[src/verilog/cs_pkg.sv]
package cs_pkg;

   // Control store geometry
   localparam int cs_addr_w = 12;      // Microaddress bits
   localparam int cs_depth  = 4096;    // Words in the WCS
   localparam int cs_word_w = 64;      // Microword bits

   // Host side slicing of a microword
   localparam int idb_w      = 16;     // Internal data bus width
   localparam int cs_lanes   = 4;      // Slices per word
   localparam int lane_sel_w = 2;      // Slice index bits

   // Fetch return buffer
   localparam int ret_depth = 2;       // Buffered plus in-flight words

   // Host port controller states
   localparam int hp_state_w = 2;
   localparam logic [hp_state_w-1:0] hp_idle = 2'd0;  // Waiting for a command
   localparam logic [hp_state_w-1:0] hp_req  = 2'd1;  // Request out to arbiter
   localparam logic [hp_state_w-1:0] hp_rsp  = 2'd2;  // Read data pending or held

endpackage

[src/verilog/cs_bus_if.sv]
`timescale 1ns/1ps

interface cs_bus_if;

   // Request side
   logic                         req_valid;
   logic                         req_ready;
   logic [cs_pkg::cs_addr_w-1:0] addr;
   logic [cs_pkg::cs_lanes-1:0]  lane_we;   // All zero is a read
   logic [cs_pkg::cs_word_w-1:0] wdata;

   // Read return, no backpressure
   logic                         rsp_valid;
   logic [cs_pkg::cs_word_w-1:0] rdata;

   // Side that asks for WCS access
   modport requester (
      output req_valid, addr, lane_we, wdata,
      input  req_ready, rsp_valid, rdata
   );

   // Arbiter end of a requester's link
   modport arbiter (
      input  req_valid, addr, lane_we, wdata,
      output req_ready, rsp_valid, rdata
   );

   // The WCS itself
   modport memory (
      input  req_valid, addr, lane_we, wdata,
      output req_ready, rsp_valid, rdata
   );

endinterface

[src/verilog/cs_fetch_port.sv]
`timescale 1ns/1ps

module cs_fetch_port (
   input  logic                         clk,
   input  logic                         rst,
   input  logic                         ua_valid,
   output logic                         ua_ready,
   input  logic [cs_pkg::cs_addr_w-1:0] ua,
   output logic                         csbits_valid,
   input  logic                         csbits_ready,
   output logic [cs_pkg::cs_word_w-1:0] csbits,
   cs_bus_if.requester                  bus
);

   logic [1:0] credit_q;    // Buffered plus in-flight words
   logic [1:0] fill_q;      // Words sitting in the buffer
   logic       wr_ptr_q;
   logic       rd_ptr_q;
   logic       has_credit;
   logic       issue;
   logic       push;
   logic       pop;

   // Return buffer, payload only
   logic [cs_pkg::cs_word_w-1:0] fifo_q [cs_pkg::ret_depth];

   assign has_credit = credit_q < 2'(cs_pkg::ret_depth);

   // Microaddress goes straight out as a read
   assign bus.req_valid = ua_valid & has_credit;
   assign bus.addr      = ua;
   assign bus.lane_we   = '0;          // Fetch never writes
   assign bus.wdata     = '0;
   assign ua_ready      = bus.req_ready & has_credit;

   assign issue = bus.req_valid & bus.req_ready;
   assign push  = bus.rsp_valid;       // Room reserved by credit at issue
   assign pop   = csbits_valid & csbits_ready;

   assign csbits_valid = fill_q != 2'd0;
   assign csbits       = fifo_q[rd_ptr_q];    // Oldest word first

   // Credit returns when the word leaves, not when it lands
   always_ff @(posedge clk) begin
      if (rst) begin
         credit_q <= 2'd0;
      end else begin
         credit_q <= credit_q + 2'(issue) - 2'(pop);
      end
   end

   always_ff @(posedge clk) begin
      if (rst) begin
         fill_q   <= 2'd0;
         wr_ptr_q <= 1'b0;
         rd_ptr_q <= 1'b0;
      end else begin
         fill_q   <= fill_q + 2'(push) - 2'(pop);
         wr_ptr_q <= wr_ptr_q ^ push;
         rd_ptr_q <= rd_ptr_q ^ pop;
      end
   end

   always_ff @(posedge clk) begin
      if (push) begin
         fifo_q[wr_ptr_q] <= bus.rdata;
      end
   end

endmodule

[src/flat_wrapper.sv]
// flat-port wrapper written by rule: the top's interface ports become plain ports
module cs_fetch_port_flat 
  (clk, rst, ua_valid, ua_ready, ua, csbits_valid, csbits_ready, csbits, bus_req_valid, bus_addr, bus_lane_we, bus_wdata, bus_req_ready, bus_rsp_valid, bus_rdata);
  cs_bus_if bus_i ();
  input  logic clk;
  input  logic rst;
  input  logic ua_valid;
  output logic ua_ready;
  input  logic [cs_pkg::cs_addr_w-1:0] ua;
  output logic csbits_valid;
  input  logic csbits_ready;
  output logic [cs_pkg::cs_word_w-1:0] csbits;
  output wire logic [$bits(bus_i.req_valid)-1:0] bus_req_valid;
  output wire logic [$bits(bus_i.addr)-1:0] bus_addr;
  output wire logic [$bits(bus_i.lane_we)-1:0] bus_lane_we;
  output wire logic [$bits(bus_i.wdata)-1:0] bus_wdata;
  input wire logic [$bits(bus_i.req_ready)-1:0] bus_req_ready;
  input wire logic [$bits(bus_i.rsp_valid)-1:0] bus_rsp_valid;
  input wire logic [$bits(bus_i.rdata)-1:0] bus_rdata;
  assign bus_req_valid = bus_i.req_valid;
  assign bus_addr = bus_i.addr;
  assign bus_lane_we = bus_i.lane_we;
  assign bus_wdata = bus_i.wdata;
  assign bus_i.req_ready = bus_req_ready;
  assign bus_i.rsp_valid = bus_rsp_valid;
  assign bus_i.rdata = bus_rdata;
  cs_fetch_port u_core (.clk(clk), .rst(rst), .ua_valid(ua_valid), .ua_ready(ua_ready), .ua(ua), .csbits_valid(csbits_valid), .csbits_ready(csbits_ready), .csbits(csbits), .bus(bus_i));
endmodule
[config.mk]
export PLATFORM = sky130hd
export DESIGN_NAME = cs_fetch_port_flat
export DESIGN_NICKNAME = d
export VERILOG_FILES = /design/src/verilog/cs_pkg.sv /design/src/verilog/cs_bus_if.sv /design/src/verilog/cs_fetch_port.sv /design/src/flat_wrapper.sv
export SDC_FILE = /design/constraint.sdc
export NUM_CORES = 1
export LEC_CHECK = 0
export BUFFER_PORTS_ARGS = -buffer_cell sky130_fd_sc_hd__clkbuf_2
export CORE_UTILIZATION = 48
export DETAILED_ROUTE_END_ITERATION = 6
export PLACE_DENSITY_LB_ADDON = 0.3
export SYNTH_ARGS = -nofsm -noshare
export SYNTH_HDL_FRONTEND = slang
export SYNTH_SLANG_ARGS = --single-unit
[constraint.sdc]
create_clock -name clk -period 3 [get_ports clk]
set_clock_uncertainty 0.1 [all_clocks]
set_input_delay 0.15 -clock clk [delete_from_list [all_inputs] [get_ports clk]]
set_output_delay 0.15 -clock clk [all_outputs]
set_load 0.005 [all_outputs]
==> metrics <==
Synthesis Warnings 0; grt peak-use layer met2; First DRT Iteration DRCs 105; CP max FO 49; grt total ovfl 0; RSZ-0062 raised after global routing no; nets 603; Synth area leader edfxtp_1; worst hold start bus_rsp_valid; final hold violation count 0; num rows 38; PD cells 702.7 nW/um2; Worst Hold Class input port to flip-flop; Peak VDD IR 0.0004004 V; GRT Total Usage 17.70%; final hold slack 49.43 ps; Chip Height 109.7 um; DRT antenna net count 0; initial antenna violation count 0; via count 3030; CTS H-Tree Depth 4; Critical Path Source u_core.rd_ptr_q; drt drc 0; status finished clean; count leader, synth edfxtp_1; vias per cell 4.536; async set-reset flop share out of synthesis 0%; Slowest-stage cell, CP dfxtp_2; M3 GR Usage 5.453%; synthesis-stage register bit count 134; Tmin final 2166 ps; Fin Setup TNS 0 ps; Core Area 11080 um2; top post-synthesis cells by area edfxtp_1 69%, mux2_2 13%, buf_4 11%; Post-Layout Inst Area 7268 um2; crit path kind flip-flop to output pin; max incr delay on CP 620 ps; clock-pin slew on the worst setup and hold paths 60 ps; CP cell instances buf_12 -> mux2_2 -> clkbuf_2; Slew Limit Fails 0; leading cell types by count after synthesis 128 x edfxtp_1, 80 x buf_4, 65 x mux2_2; period utilization 72.21%; CP bufs+invs 2; largest net degree at the start of global routing 50; WP data arrival 1920 ps; crit start category flip-flop; # diodes 0; Syn Inst Count 312; Netlist cell types 15; Skew-Pair Late Insertion Delay 400 ps; CP delay by family, top flip-flops; met1 Use GR 18.82%; sequential area share after synthesis 71.14%; Top FF cell, synth edfxtp_1; vias in the first global route 3134; Mapped Area 5572 um2; Root Driver clkbuf_16; Yosys top cell area share 68.99%; wire length of the first global-routing pass 15.10 mm; placed cell areas 6078 um2; full die area 12040 um2; reg2reg start u_core.wr_ptr_q; Mean Syn Cell Area 17.86 um2; # setup viols final 0; MaxCap Viol Count 0; maximum clock frequency 461.6 MHz; postcts setup bufs 0; Post-DP HPWL 6.453 mm; total CTS buffers 17; Core Util, Final 65.61%; GRT met2 Usage 32.08%; First-pass DRT Iterations 4; Crit path required time 2750 ps; starting density of the core 50.29%; TritonCTS clock tree yes; Routability Congestion 0.6774; P_leak 2.938 nW; Crit. End Element output pin; Non-Filler Instances 668; I/O Buffers 136; EDFF count, synth 128; Clock Tree Buf Depth 2; layout cells sized above 1 44.70%; Placed Cells 571; CTS sink cnt 134; Boundary Pins 229; routed wire length per instance 15.09 um; Synth-to-Final Area Change 30.45%; routed wire length 10.08 mm; die width 109.7 um
-- worst min-delay path: stages --
cell      delay, ps
clkbuf_2        140
ha_2            180
nor2_1           40
-- kinds of logic (layout without fill, tap and decap cells) --
logic type | count (synthesis) | after routing | synth area share, %
DFF | 134 | 134 | 71.14
xor gates and xnor gates | 2 | 2 | 0.8084
and+or+nand+nor | 11 | 11 | 1.056
buffers and inverters | 92 | 241 | 12.31
muxes | 65 | 65 | 13.14
adders and majority gates | 6 | 6 | 1.347
other | 1 | 68 | 0.06731
AOI/OAI and AO/OA | 1 | 1 | 0.1348
-- final timing paths --
check,slack [ps],cells after the start,endpoint
setup reg to reg,1360,3,u_core.fifo_q[0][44]
setup / recovery,830,3,csbits[39]
hold / removal,50,3,u_core.wr_ptr_q
hold reg to reg,490,3,u_core.wr_ptr_q
-- layout make-up --
cell class	instances	area (um2)
flip-flops and latches	134	3965
fillers	784	3810
clock buffers	17	425.4
clock inverters	15	113.9
repair buffers	204	1391
well taps	140	175.2
inverters	5	18.77
multi-input cells	153	1179
-- metrics by stage --
step | total power [mW] | worst slack [ps]
6_report | 5.107 | 833.7
5_1_grt | 5.325 | 728.6
4_1_cts | 5.163 | 808.4
3_5_place_dp | 3.233 | 1266
3_3_place_gp | 3.213 | 1259
2_1_floorplan | 2.960 | 581.2
-- cell usage in the layout (no fill, tap or decap), drive strengths merged --
| cell | instances |
|---|---|
| conb | 68 |
| nor2 | 4 |
| dfxtp | 6 |
| mux2 | 65 |
| or2 | 1 |
| bufinv | 1 |
| clkinvlp | 6 |
| clkinv | 7 |
| edfxtp | 128 |
| clkbuf | 153 |
| nor2b | 5 |
| xnor3 | 2 |
| and2 | 1 |
| ha | 6 |
| dlygate4sd3 | 65 |
| inv | 6 |
| buf | 3 |
| o21a | 1 |
-- report_power, final --
group | internal, mW | switching, mW
Combinational | 0.555 | 0.423
Sequential | 2.21 | 0.0699
Clock | 1.12 | 0.733
-- layer usage --
layer  wire length (um)  up-vias
li1                   -     1402
met1               3745     1468
met2               5592      147
met3                637       13
met4                108        0
met5                  0        -
-- registers in the layout, summed over array words and instances, names as in the netlist --
signal and flops:
u_core.credit_q 2, u_core.fifo_q 128, u_core.fill_q 2, u_core.rd_ptr_q 1, u_core.wr_ptr_q 1
-- repair_timing --
action	4_1_cts	5_1_grt
gates resized for setup	0	0
hold buffers	65	0
endpoints found under the hold margin	133	0
No activity file was read; power rests on OpenSTA's default activity.
