**src/verilog/cs_pkg.sv**
```systemverilog
package cs_pkg;

   // Control store geometry
   localparam int cs_addr_w = 12;      // Microaddress bits
   localparam int cs_depth  = 4096;    // Words in the WCS
   localparam int cs_word_w = 64;      // Microword bits

   // Host side slicing of a microword
   localparam int idb_w      = 16;     // Internal data bus width
   localparam int cs_lanes   = 4;      // Slices per word
   localparam int lane_sel_w = 2;      // Slice index bits

   // Fetch return buffer
   localparam int ret_depth = 2;       // Buffered plus in-flight words

   // Host port controller states
   localparam int hp_state_w = 2;
   localparam logic [hp_state_w-1:0] hp_idle = 2'd0;  // Waiting for a command
   localparam logic [hp_state_w-1:0] hp_req  = 2'd1;  // Request out to arbiter
   localparam logic [hp_state_w-1:0] hp_rsp  = 2'd2;  // Read data pending or held

endpackage

```
**src/verilog/cs_bus_if.sv**
```systemverilog
`timescale 1ns/1ps

interface cs_bus_if;

   // Request side
   logic                         req_valid;
   logic                         req_ready;
   logic [cs_pkg::cs_addr_w-1:0] addr;
   logic [cs_pkg::cs_lanes-1:0]  lane_we;   // All zero is a read
   logic [cs_pkg::cs_word_w-1:0] wdata;

   // Read return, no backpressure
   logic                         rsp_valid;
   logic [cs_pkg::cs_word_w-1:0] rdata;

   // Side that asks for WCS access
   modport requester (
      output req_valid, addr, lane_we, wdata,
      input  req_ready, rsp_valid, rdata
   );

   // Arbiter end of a requester's link
   modport arbiter (
      input  req_valid, addr, lane_we, wdata,
      output req_ready, rsp_valid, rdata
   );

   // The WCS itself
   modport memory (
      input  req_valid, addr, lane_we, wdata,
      output req_ready, rsp_valid, rdata
   );

endinterface

```
**src/verilog/cs_host_port.sv**
```systemverilog
`timescale 1ns/1ps

module cs_host_port (
   input  logic                          clk,
   input  logic                          rst,
   input  logic                          cmd_valid,
   output logic                          cmd_ready,
   input  logic                          cmd_write,
   input  logic [cs_pkg::cs_addr_w-1:0]  cmd_addr,
   input  logic [cs_pkg::lane_sel_w-1:0] cmd_lane,
   input  logic [cs_pkg::idb_w-1:0]      cmd_data,
   output logic                          rd_valid,
   input  logic                          rd_ready,
   output logic [cs_pkg::idb_w-1:0]      rd_data,
   cs_bus_if.requester                   bus
);

   logic [cs_pkg::hp_state_w-1:0] state_q;
   logic                          write_q;
   logic [cs_pkg::cs_addr_w-1:0]  addr_q;
   logic [cs_pkg::lane_sel_w-1:0] lane_q;
   logic [cs_pkg::idb_w-1:0]      data_q;    // Write slice, later the read slice
   logic                          have_q;    // Read slice captured and held
   logic [cs_pkg::idb_w-1:0]      rsp_slice;

   assign cmd_ready = state_q == cs_pkg::hp_idle;

   // One request per command
   assign bus.req_valid = state_q == cs_pkg::hp_req;
   assign bus.addr      = addr_q;
   assign bus.lane_we   = write_q ?
                          {{(cs_pkg::cs_lanes-1){1'b0}}, 1'b1} << lane_q : '0;
   assign bus.wdata     = {cs_pkg::cs_lanes{data_q}};   // Same slice in every lane

   assign rsp_slice = bus.rdata[lane_q*cs_pkg::idb_w +: cs_pkg::idb_w];

   // Live data on the return cycle, held copy after that
   assign rd_valid = (state_q == cs_pkg::hp_rsp) & (bus.rsp_valid | have_q);
   assign rd_data  = have_q ? data_q : rsp_slice;

   always_ff @(posedge clk) begin
      if (rst) begin
         state_q <= cs_pkg::hp_idle;
         have_q  <= 1'b0;
      end else begin
         case (state_q)
            cs_pkg::hp_idle:
               if (cmd_valid) state_q <= cs_pkg::hp_req;
            cs_pkg::hp_req:
               if (bus.req_ready) begin
                  state_q <= write_q ? cs_pkg::hp_idle : cs_pkg::hp_rsp;
               end
            cs_pkg::hp_rsp:
               if (rd_valid && rd_ready) begin
                  state_q <= cs_pkg::hp_idle;
                  have_q  <= 1'b0;
               end else if (bus.rsp_valid) begin
                  have_q <= 1'b1;   // Host stalled, keep the slice
               end
            default:
               state_q <= cs_pkg::hp_idle;
         endcase
      end
   end

   // Command latch and read capture
   always_ff @(posedge clk) begin
      if (cmd_valid && cmd_ready) begin
         write_q <= cmd_write;
         addr_q  <= cmd_addr;
         lane_q  <= cmd_lane;
         data_q  <= cmd_data;
      end else if (state_q == cs_pkg::hp_rsp && bus.rsp_valid) begin
         data_q  <= rsp_slice;
      end
   end

endmodule

```
**src/flat_wrapper.sv**
```systemverilog
// flat-port wrapper written by rule: the top's interface ports become plain ports
module cs_host_port_flat 
  (clk, rst, cmd_valid, cmd_ready, cmd_write, cmd_addr, cmd_lane, cmd_data, rd_valid, rd_ready, rd_data, bus_req_valid, bus_addr, bus_lane_we, bus_wdata, bus_req_ready, bus_rsp_valid, bus_rdata);
  cs_bus_if bus_i ();
  input  logic clk;
  input  logic rst;
  input  logic cmd_valid;
  output logic cmd_ready;
  input  logic cmd_write;
  input  logic [cs_pkg::cs_addr_w-1:0] cmd_addr;
  input  logic [cs_pkg::lane_sel_w-1:0] cmd_lane;
  input  logic [cs_pkg::idb_w-1:0] cmd_data;
  output logic rd_valid;
  input  logic rd_ready;
  output logic [cs_pkg::idb_w-1:0] rd_data;
  output wire logic [$bits(bus_i.req_valid)-1:0] bus_req_valid;
  output wire logic [$bits(bus_i.addr)-1:0] bus_addr;
  output wire logic [$bits(bus_i.lane_we)-1:0] bus_lane_we;
  output wire logic [$bits(bus_i.wdata)-1:0] bus_wdata;
  input wire logic [$bits(bus_i.req_ready)-1:0] bus_req_ready;
  input wire logic [$bits(bus_i.rsp_valid)-1:0] bus_rsp_valid;
  input wire logic [$bits(bus_i.rdata)-1:0] bus_rdata;
  assign bus_req_valid = bus_i.req_valid;
  assign bus_addr = bus_i.addr;
  assign bus_lane_we = bus_i.lane_we;
  assign bus_wdata = bus_i.wdata;
  assign bus_i.req_ready = bus_req_ready;
  assign bus_i.rsp_valid = bus_rsp_valid;
  assign bus_i.rdata = bus_rdata;
  cs_host_port u_core (.clk(clk), .rst(rst), .cmd_valid(cmd_valid), .cmd_ready(cmd_ready), .cmd_write(cmd_write), .cmd_addr(cmd_addr), .cmd_lane(cmd_lane), .cmd_data(cmd_data), .rd_valid(rd_valid), .rd_ready(rd_ready), .rd_data(rd_data), .bus(bus_i));
endmodule
```
**config.mk**
```make
export PLATFORM = sky130hd
export DESIGN_NAME = cs_host_port_flat
export DESIGN_NICKNAME = d
export VERILOG_FILES = /design/src/verilog/cs_pkg.sv /design/src/verilog/cs_bus_if.sv /design/src/verilog/cs_host_port.sv /design/src/flat_wrapper.sv
export SDC_FILE = /design/constraint.sdc
export NUM_CORES = 1
export LEC_CHECK = 0
export BUFFER_PORTS_ARGS = -buffer_cell sky130_fd_sc_hd__buf_2
export CAP_MARGIN = 30
export CORE_MARGIN = 1
export CORE_UTILIZATION = 30
export CTS_BUF_LIST = sky130_fd_sc_hd__clkbuf_4 sky130_fd_sc_hd__clkbuf_8 sky130_fd_sc_hd__clkbuf_16
export CTS_CLUSTER_SIZE = 30
export DETAILED_ROUTE_END_ITERATION = 10
export GPL_TIMING_DRIVEN = 0
export HOLD_SLACK_MARGIN = 0.02
export PLACE_DENSITY_LB_ADDON = 0.08
export SETUP_SLACK_MARGIN = 0.2
export SLEW_MARGIN = 20
export SYNTH_ARGS = -nofsm -noshare
export SYNTH_HDL_FRONTEND = slang
export SYNTH_SLANG_ARGS = --single-unit
```
**constraint.sdc**
```tcl
create_clock -name clk -period 1.9 [get_ports clk]
set_clock_uncertainty 0.15 [all_clocks]
set_input_delay 0 -clock clk [delete_from_list [all_inputs] [get_ports clk]]
set_output_delay 0 -clock clk [all_outputs]
set_load 0.05 [all_outputs]
```
==> results of run 1 <==
==> metal layers <==
metal,routed length (um),share of wire [%]
met1,2690,38
met2,3820,54
met3,420,6.0
met4,119,1.7
met5,0,0
==> kinds of logic after synthesis <==
group                  after synthesis  synth area share [%]
AOI/OAI and AO/OA                    6                  1.89
buffers and inverters               57                  18.9
DFF                                 34                  44.0
muxes                               49                  32.4
and+or+nand+nor                     12                  2.72
==> worst max-delay path by stage <==
stage	startpoint	end	slack, ns	depth (start not counted)
after floorplan	u_core.state_q[1]$_SDFFE_PP0P_	u_core.data_q[10]$_DFFE_PP_	0.04	5
after global placement	u_core.state_q[1]$_SDFFE_PP0P_	u_core.data_q[7]$_DFFE_PP_	-0.29	2
after detailed placement	u_core.lane_q[1]$_DFFE_PP_	u_core.data_q[7]$_DFFE_PP_	-0.11	3
after CTS	u_core.lane_q[0]$_DFFE_PP_	rd_data[7]	-0.14	5
after global routing	u_core.lane_q[0]$_DFFE_PP_	rd_data[7]	-0.20	5
final	u_core.lane_q[0]$_DFFE_PP_	rd_data[7]	-0.12	5
==> power by group through the flow <==
stage / combinational [mW] / clock [mW] / sequential [mW]
after floorplan: 0.927 / 0 / 1.14
after global placement: 1.41 / 0 / 0.968
after detailed placement: 1.43 / 0 / 0.969
after CTS: 1.58 / 0.801 / 0.953
after global routing: 1.69 / 0.833 / 0.966
final: 1.61 / 0.784 / 0.954
==> final cells by class <==
cell class	count	area, um2
clock inverters	3	63.8
inverters	1	3.75
clock buffers	5	68.8
well taps	99	124
repair buffers	241	1570
multi-input cells	67	900
plain buffers	56	454
flip-flops and latches	34	993
fillers	652	3080
==> worst register-to-register path, stage by stage (launching register included) <==
cell and delay (ns):
edfxtp_1 0.37, buf_6 0.14, buf_12 0.12, mux4_2 0.52, buf_6 0.13, mux2_2 0.24
==> flip-flops by register name, summed over array words and instances, names as in the netlist <==
signal / cells
u_core.bus.addr: 12
u_core.write_q: 1
u_core.have_q: 1
u_core.state_q: 2
u_core.data_q: 16
u_core.lane_q: 2
==> what timing repair did <==
action | in CTS | in global routing
endpoints found under the hold margin | 34 | 0
hold buffers | 36 | 0
buffers inserted | 4 | 0
gates cloned | 1 | 0
setup endpoints to repair | 35 | 37
resized for setup | 41 | 25
==> layout by cell type, fill, tap and decap left out, types with 2 or more instances in the layout <==
cell | Yosys | layout
dlygate4sd3_1 | 0 | 36
buf_4 | 48 | 52
clkbuf_4 | 0 | 2
buf_6 | 4 | 13
bufinv_16 | 0 | 2
buf_8 | 0 | 7
mux4_2 | 16 | 16
nor2_1 | 5 | 3
mux2_2 | 32 | 21
buf_2 | 2 | 181
clkbuf_8 | 0 | 5
clkbuf_2 | 0 | 2
edfxtp_1 | 31 | 31
buf_12 | 0 | 3
mux2_4 | 0 | 11
dfxtp_2 | 0 | 2
==> per-stage QoR <==
step / std cells / utilization [%] / power, mW / hold WS (ns)
6_report: 506 / 57.5 / 3.35 / 0.102
5_1_grt: 506 / 57.5 / 3.49 / 0.104
4_1_cts: 506 / 56.4 / 3.33 / 0.0935
3_5_place_dp: 457 / 47.1 / 2.39 / 0.0285
3_3_place_gp: 456 / 46.9 / 2.38 / 0.0272
2_1_floorplan: 158 / - / 2.06 / -0.0850
==> out/summary.txt, run 1 <==
min cycle time layout: 2.02 ns
count of unique library cells instantiated by Yosys: 24
initial antenna violation count: 0
Crit Reg-Reg Startpoint: u_core.lane_q[0]$_DFFE_PP_
largest net degree at the start of global routing: 25
Post-Syn Area per Cell: 14.3 um2
total negative slack: -1.65 ns
Post-synth top cells: buf_4 (48), mux2_2 (32), edfxtp_1 (31)
power density over the cells: 802 nW/um2
GRT overflow: 0
Worst EP arrival: 1.87 ns
critical path class: reg -> out
RSZ-0062 raised after global routing: yes
global routing usage on met1: 18.9%
post-route cell area: 4170 um2
largest stage delay on the critical path: 0.52 ns
VDD IR max: 0.000361 V
P&R area growth vs syn: 85.3%
Placement Cell Area: 3420 um2
CP bufs+invs: 3
Sw Share: 38.7%
Synth Instances: 158
P_leak: 2.01 nW
I/O Buffers: 199
DP Worst Slack: -0.114 ns
Max-slew headroom: 72.6%
antenna violation net count after detailed routing: 0
Post-synth EDFFs: 31
Flop pwr share: 28.5%
most common cell in the synthesized netlist: buf_4
Net Sw Power: 1.30 mW
Max Slew Vio Count: 0
Cell Chain, Critical Path: buf_6 > buf_12 > mux4_2 > mux2_4 > buf_6
Core Box Area: 7250 um2
class of the worst hold path: in -> reg
failing checks: setup timing
FMAX: 495 MHz
logic gate share of total power: 48.1%
Row Count: 31
vias in the first global route: 2158
maxcap violations: 0
yosys warns: 0
die height: 88.6 um
Clock power frac: 23.4%
Top delay family on crit path: multiplexers
cell mode on critical path: buf_6
Total Wirelength: 7.05 mm
status: finished with violations
cts bufs inserted: 5
Routed wire per std cell: 13.9 um
Synth Flop Type: edfxtp_1
Hold EP: u_core.data_q[13]$_DFFE_PP_
Tightest Pin Transition: 0.410 ns
hold path startpoint: bus_rdata[13]
Worst R2R Path Depth: 5
Die Wd: 88.6 um
initial DRC count: 31
Die ar.: 7860 um2
GR peak layer: met2
clk slew on worst S/H paths: 0.08 ns
global routing usage on met3: 3.54%
Via Count: 2157
worst-skew pair later-pin latency: 0.28 ns
Synthesized Nets: 259
post-synthesis register bit count: 34
H-tree levels: 2
CTS root buffer: clkbuf_8
Synth top area share: 41.3%
cell type contributing the most total cell area after synthesis: edfxtp_1
Initial Util: 31.1%
reg2reg end: u_core.data_q[5]$_DFFE_PP_
met2 global-route usage: 32.7%
final setup fails: 17
first-pass GRT wire length: 10.1 mm
Startpoint Class: register
Slowest cell on crit path: mux4_2
Worst R2R Setup Slack: 0 ns
hold path depth: 3
nets: 507
top post-synthesis cells by area: edfxtp_1 (41%), buf_4 (16%), mux2_2 (16%), mux4_2 (16%), dfxtp_1 (2.7%)
Hold Fails Final Rpt: 0
Internal Power: 2.05 mW
Tot GR Track Use: 17.3%
# diodes: 0
share of layout cells above drive strength 1: 79.4%
clock buffer depth: 2
register area share after synthesis: 44.0%
routability cong.: 0.725
clock sink count: 34
PnR worst setup slack: -0.120 ns
Setup crit end kind: output port
Post-Syn Area: 2250 um2
# IOs: 200
Critical Path RT: 1.75 ns
CTS tree: done
Post-synth ARST share: 0%
final worst-path cycle share: 106%
DR DRC count: 0
CP max FO: 5
DR pass1 iterations: 4
post-DR vias/cell: 4.26
Power figures use the tool's default switching activity.
==> run 2: changes to the inputs <==
--- a/config.mk
+++ b/config.mk
@@ -7,7 +7,7 @@
 export LEC_CHECK = 0
 export BUFFER_PORTS_ARGS = -buffer_cell sky130_fd_sc_hd__buf_2
 export CAP_MARGIN = 30
-export CORE_MARGIN = 1
+export CORE_MARGIN = 3
 export CORE_UTILIZATION = 30
 export CTS_BUF_LIST = sky130_fd_sc_hd__clkbuf_4 sky130_fd_sc_hd__clkbuf_8 sky130_fd_sc_hd__clkbuf_16
 export CTS_CLUSTER_SIZE = 30
==> out/summary.txt, run 2 (synthesis results as in run 1) <==
commonest cells after routing, fill and taps aside: buf_2 (183), buf_4 (50), dlygate4sd3_1 (36)
class of the worst hold path: in -> reg
first-pass GRT wire length: 10.9 mm (+7.4%)
initial antenna violation count: 0 (unchanged)
Worst R2R Path Depth: 5 (unchanged)
min cycle time layout: 2.04 ns (+0.0219 ns)
CTS tree: done
Crit Reg-Reg Startpoint: u_core.lane_q[0]$_DFFE_PP_
DP Worst Slack: -0.138 ns (-0.0236 ns)
Via Count: 2149 (-0.37%)
Cell Chain, Critical Path: buf_4 > buf_16 > mux4_2 > mux2_2 > buf_6
GRT overflow: 0 (unchanged)
CP startpoint: u_core.lane_q[0]$_DFFE_PP_
P&R area growth vs syn: 84.9%
total negative slack: -2.03 ns (-0.373 ns)
final worst-path cycle share: 107% (+1.2 points)
Max Slew Vio Count: 0 (unchanged)
routability cong.: 0.715 (-1.4%)
status: finished with violations
reg2reg end: u_core.data_q[6]$_DFFE_PP_
Critical Path Sink: rd_data[7]
largest net degree at the start of global routing: 25 (unchanged)
fillcell total: 628 (-3.7%)
antenna violation net count after detailed routing: 0 (unchanged)
Placement Cell Area: 3410 um2 (-0.11%)
share of layout cells above drive strength 1: 79.5% (+0.10 points)
Hold Fails Final Rpt: 0 (unchanged)
Critical Path RT: 1.75 ns (about the same)
commonest non-fill, non-tap cell in the layout: buf_2
Core Box Area: 7020 um2 (-3.2%)
nets: 509 (+0.39%)
RSZ-0062 raised after global routing: yes
Tightest Pin Transition: 0.331 ns (-0.0791 ns)
Top delay family on crit path: multiplexers
Worst EP arrival: 1.89 ns (+0.02 ns)
post-DR vias/cell: 4.26 (-0.17%)
initial DRC count: 35 (+13%)
end-of-flow core utilization: 59.3% (+1.8 points)
CP bufs+invs: 3 (unchanged)
DR DRC count: 0 (unchanged)
PnR worst setup slack: -0.142 ns (-0.0219 ns)
Largest register FFs: 16 (unchanged)
die height: 92.6 um (+4.5%)
Worst R2R Setup Slack: -0.04 ns (-0.04 ns)
Initial Util: 32.1% (+1.0 points)
clock sink count: 34 (unchanged)
Startpoint Class: register
CP max FO: 5 (unchanged)
Worst path depth: 5 (unchanged)
power density over the cells: 804 nW/um2 (+0.28%)
Max-slew headroom: 77.3% (+4.7 points)
total power: 3.35 mW (about the same)
Setup crit end kind: output port
final setup fails: 18 (+1)
placed cell count: 454 (-0.66%)
CTS root buffer: clkbuf_8
I/O Buffers: 199 (unchanged)
cts bufs inserted: 5 (unchanged)
hpwl dp: 5.37 mm
Tot GR Track Use: 16.2% (-1.1 points)
post-route cell area: 4160 um2 (-0.24%)
largest stage delay on the critical path: 0.51 ns (about the same)
FMAX: 490 MHz (-1.1%)
Row Count: 30 (-3.2%)
worst-skew pair later-pin latency: 0.27 ns (about the same)
Die ar.: 8580 um2 (+9.2%)
VDD IR max: 0.000400 V (+11%)
Hold Worst Slack: 0.108 ns (+0.00646 ns)
# diodes: 0 (unchanged)
clk slew on worst S/H paths: 0.07 ns (about the same)
Slowest cell on crit path: mux4_2
Routed wire per std cell: 14.1 um (+1.3%)
failing checks: setup timing
DR pass1 iterations: 4 (unchanged)
critical path class: reg -> out
Reg with most FFs: u_core.data_q
Total Wirelength: 7.13 mm (+1.1%)
Die Wd: 92.6 um (+4.5%)
# IOs: 200 (unchanged)
final std cells w/o fill: 505 (-0.20%)
maxcap violations: 0 (unchanged)
vias in the first global route: 2121 (-1.7%)
H-tree levels: 2 (unchanged)
P_leak: 2.00 nW (about the same)
clock buffer depth: 2 (unchanged)
-- run 2: cell count changes in the layout (fill, tap and decap cells not counted), moves of 2 or more --
cell    delta
buf_8      -5
buf_4      -2
buf_6      +9
mux2_4     -2
mux2_2     +2
buf_2      +2
-- run 2: how the worst min path moves through the flow --
stage,depth (start not counted),endpoint,from,slack (ns)
detailed placement,1,u_core.write_q$_DFFE_PP_,cmd_write,0.03
CTS,3,u_core.data_q[14]$_DFFE_PP_,bus_rdata[14],0.10
global placement,1,u_core.bus.addr[9]$_DFFE_PP_,cmd_addr[9],0.03
floorplan,1,u_core.state_q[1]$_SDFFE_PP0P_,rst,-0.09
global route,3,u_core.data_q[15]$_DFFE_PP_,bus_rdata[47],0.10
finish,3,u_core.data_q[14]$_DFFE_PP_,bus_rdata[14],0.11
-- run 2: worst register-to-register path: stages, from the launching register on --
cell and delay, ns:
edfxtp_1 0.39, buf_6 0.13, buf_12 0.11, mux4_2 0.53
buf_6 0.13, mux2_2 0.25
-- run 2: power breakdown --
part / total, mW / internal (mW) / switching (mW)
registers: 0.955 / 0.899 / 0.0565
clock network: 0.796 / 0.526 / 0.270
logic: 1.60 / 0.621 / 0.976
total: 3.35 / 2.05 / 1.30
-- run 2: layout make-up --
| cell class | instances | area [um2] | share of cell area [%] |
|---|---|---|---|
| Timing Repair Buffer | 243 | 1560 | 37.4 |
| Sequential cell | 34 | 992 | 23.8 |
| Multi-Input combinational cell | 67 | 896 | 21.5 |
| Buffer | 56 | 455 | 10.9 |
| Tap cell | 96 | 120 | 2.88 |
| Clock buffer | 5 | 68.8 | 1.65 |
| Clock inverter | 3 | 68.8 | 1.65 |
| Inverter | 1 | 3.75 | 0.0901 |
-- run 2: layer usage --
metal  GRT usage, %  vias up  wire [um]
met5              0        -          0
met4           2.93        0         29
met3           3.66        2        540
met2           30.4       98       3840
met1           18.9     1001       2720
li1               -     1048          -
-- run 2: what timing repair did --
item / in CTS / in global routing
endpoints found under the setup margin: 35 / 40
gates cloned: 2 / 0
resized for setup: 40 / 17
endpoints found under the hold margin: 34 / 0
hold buffers: 36 / 0
buffers inserted: 5 / 0
==> run 3: changes to the inputs <==
--- a/config.mk
+++ b/config.mk
@@ -5,6 +5,7 @@
 export SDC_FILE = /design/constraint.sdc
 export NUM_CORES = 1
 export LEC_CHECK = 0
+export ABC_AREA = 1
 export BUFFER_PORTS_ARGS = -buffer_cell sky130_fd_sc_hd__buf_2
 export CAP_MARGIN = 30
 export CORE_MARGIN = 3
==> constraint.sdc (replaced) <==
create_clock -name clk -period 2 [get_ports clk]
set_clock_uncertainty 0.15 [all_clocks]
set_input_delay 0 -clock clk [delete_from_list [all_inputs] [get_ports clk]]
set_output_delay 0 -clock clk [all_outputs]
set_load 0.05 [all_outputs]
==> out/summary.txt, run 3 <==
Worst EP arrival: 1.59 ns (-0.30 ns)
hold path depth: 7 (+4)
die height: 99.6 um (+7.5%)
Synth Instances: 365 (+130%)
Hold EP: u_core.data_q[7]$_DFFE_PP_
post-DR vias/cell: 4.18 (-1.7%)
Register Area: 991 um2 (-0.13%)
hold path startpoint: bus_rdata[7]
Initial Util: 31.4% (-0.71 points)
Synth Flop Type: edfxtp_1
vias in the first global route: 2806 (+32%)
total power: 3.32 mW (-0.74%)
Synthesized Nets: 466 (+80%)
RSZ-0062 raised after global routing: yes
Tot GR Track Use: 16.8% (+0.61 points)
Max-slew headroom: 71.9% (-5.4 points)
Die ar.: 9930 um2 (+16%)
Worst R2R Setup Slack: 0.27 ns (+0.31 ns)
cell type contributing the most total cell area after synthesis: edfxtp_1
CTS tree: done
Placement Cell Area: 3770 um2 (+10%)
Setup crit end kind: output port
met2 global-route usage: 28.7% (-1.7 points)
DP Worst Slack: 0.349 ns (+0.487 ns)
hpwl dp: 6.79 mm (+26%)
Tightest Pin Transition: 0.419 ns (+0.0880 ns)
end-of-flow core utilization: 55.0% (-4.3 points)
cts bufs inserted: 5 (unchanged)
first-pass GRT wire length: 13.3 mm (+22%)
VDD IR max: 0.000369 V (-7.9%)
initial antenna violation count: 0 (unchanged)
Synth top area share: 35.4% (-5.9 points)
critical path class: reg -> out
final setup fails: 0 (-18)
H-tree levels: 2 (unchanged)
global routing usage on met1: 21.0% (+2.1 points)
Row Count: 33 (+10%)
min cycle time layout: 1.74 ns
# IOs: 200 (unchanged)
commonest cells after routing, fill and taps aside: buf_2 (184), nand2_1 (183), nand2_2 (59)
Core Box Area: 8380 um2 (+19%)
Post-synth ARST share: 0% (unchanged)
P&R area growth vs syn: 75.3%
status: finished clean
clock buffer depth: 2 (unchanged)
Hold Fails Final Rpt: 0 (unchanged)
final worst-path cycle share: 86.9%
yosys warns: 0 (unchanged)
Total Wirelength: 8.78 mm (+23%)
Post-Syn Area: 2630 um2 (+17%)
post-route cell area: 4610 um2 (+11%)
count of unique library cells instantiated by Yosys: 22 (-8.3%)
Post-synth top cells: nand2_1 (216), buf_4 (54), edfxtp_1 (31)
clock sink count: 34 (unchanged)
FMAX: 575 MHz
Startpoint Class: register
Die Wd: 99.6 um (+7.5%)
Critical Path RT: 1.85 ns (+0.10 ns)
routability cong.: 0.748 (+4.5%)
top post-synthesis cells by area: edfxtp_1 (35%), nand2_1 (31%), buf_4 (15%), nand2_2 (6.7%), dfxtp_1 (2.3%)
DR DRC count: 0 (unchanged)
# diodes: 0 (unchanged)
I/O Buffers: 199 (unchanged)
total negative slack: 0 ns (+2.03 ns)
Post-synth EDFFs: 31 (unchanged)
register area share after synthesis: 37.7% (-6.3 points)
antenna violation net count after detailed routing: 0 (unchanged)
Largest register FFs: 16 (unchanged)
clk slew on worst S/H paths: 0.07 ns (about the same)
GR peak layer: met2
commonest non-fill, non-tap cell in the layout: buf_2
nets: 716 (+41%)
share of layout cells above drive strength 1: 56.0% (-23 points)
power density over the cells: 721 nW/um2 (-10%)
DR pass1 iterations: 4 (unchanged)
Post-Syn Area per Cell: 7.21 um2 (-49%)
final std cells w/o fill: 721 (+43%)
fillcell total: 832 (+32%)
post-synthesis register bit count: 34 (unchanged)
Routed wire per std cell: 12.2 um (-14%)
Multi-input gate area: 1180 um2 (+32%)
maxcap violations: 0 (unchanged)
worst-skew pair later-pin latency: 0.29 ns (+0.02 ns)
placed cell count: 669 (+47%)
initial DRC count: 59 (+69%)
Max Slew Vio Count: 0 (unchanged)
Worst R2R Path Depth: 5 (unchanged)
largest net degree at the start of global routing: 25 (unchanged)
CP max FO: 6 (+1)
GRT overflow: 0 (unchanged)
CTS root buffer: clkbuf_8
Hold Worst Slack: 0.0446 ns (-0.0637 ns)
Crit Reg-Reg Startpoint: u_core.have_q$_SDFFE_PP0P_
global routing usage on met3: 5.19% (+1.5 points)
Reg with most FFs: u_core.data_q
most common cell in the synthesized netlist: nand2_1
Via Count: 3016 (+40%)
class of the worst hold path: in -> reg
P_leak: 2.56 nW (+28%)
PnR worst setup slack: 0.262 ns (+0.404 ns)
reg2reg end: u_core.have_q$_SDFFE_PP0P_
run 3: cell count changes after synthesis, sizes merged, moves of 2 or more:
cell   before  now
a21oi       1    3
mux4       16    0
buf        54   62
inv         1    9
mux2       32    0
nand2       1  245
nor3        1    4
run 3: timing repair:
action	CTS	global route
pin swaps	0	15
setup endpoints to repair	16	16
hold endpoints to repair	34	0
gates resized for setup	23	49
setup buffers	0	2
gates cloned	0	4
hold buffers	38	0
run 3: worst max path at each step:
stage	startpoint	to
3_3_place_gp	u_core.state_q[0]$_SDFFE_PP0P_	u_core.data_q[8]$_DFFE_PP_
5_1_grt	u_core.lane_q[0]$_DFFE_PP_	rd_data[5]
3_5_place_dp	u_core.state_q[0]$_SDFFE_PP0P_	u_core.data_q[1]$_DFFE_PP_
4_1_cts	u_core.lane_q[0]$_DFFE_PP_	rd_data[14]
2_1_floorplan	u_core.lane_q[1]$_DFFE_PP_	bus_lane_we[0]
6_report	u_core.lane_q[0]$_DFFE_PP_	rd_data[4]
run 3: per-layer routing:
metal  vias to the layer above  routed length (um)
met1                      1306                3530
li1                       1569                   -
met4                         0                  84
met5                         -                   0
met3                         8                 862
met2                       133                4290
run 3: logic make-up after synthesis:
logic type	Yosys count	synth area share, %
AOI/OAI and AO/OA	5	1.05
buffers and inverters	72	21.2
DFF	34	37.7
and+or+nand+nor	254	40.1
run 3: worst max-delay path, cell delays in order, from the launching register on:
cell and delay, ns:
edfxtp_1 0.38, buf_6 0.16, clkinv_8 0.08, buf_12 0.12, nand2_2 0.04, nand2_1 0.06
nand2_1 0.08, nand2_2 0.10, nand2_1 0.06, nand2_1 0.07, buf_6 0.15
run 3: final cells by class:
| type | instances | share of cell area, % |
|---|---|---|
| timing repair inverter | 1 | 0.190 |
| clock buffer | 5 | 1.49 |
| multi-input combinational | 259 | 25.7 |
| buffer | 63 | 11.3 |
| timing repair buffer | 242 | 34.4 |
| tap | 105 | 2.85 |
| sequential | 34 | 21.5 |
| clock inverter | 3 | 1.49 |
| inverter | 9 | 1.11 |
run 3: power by group:
group | switching, mW | internal [mW] | total, mW
registers | 0.0482 | 0.854 | 0.902
logic | 1.08 | 0.562 | 1.65
clock network | 0.275 | 0.500 | 0.775
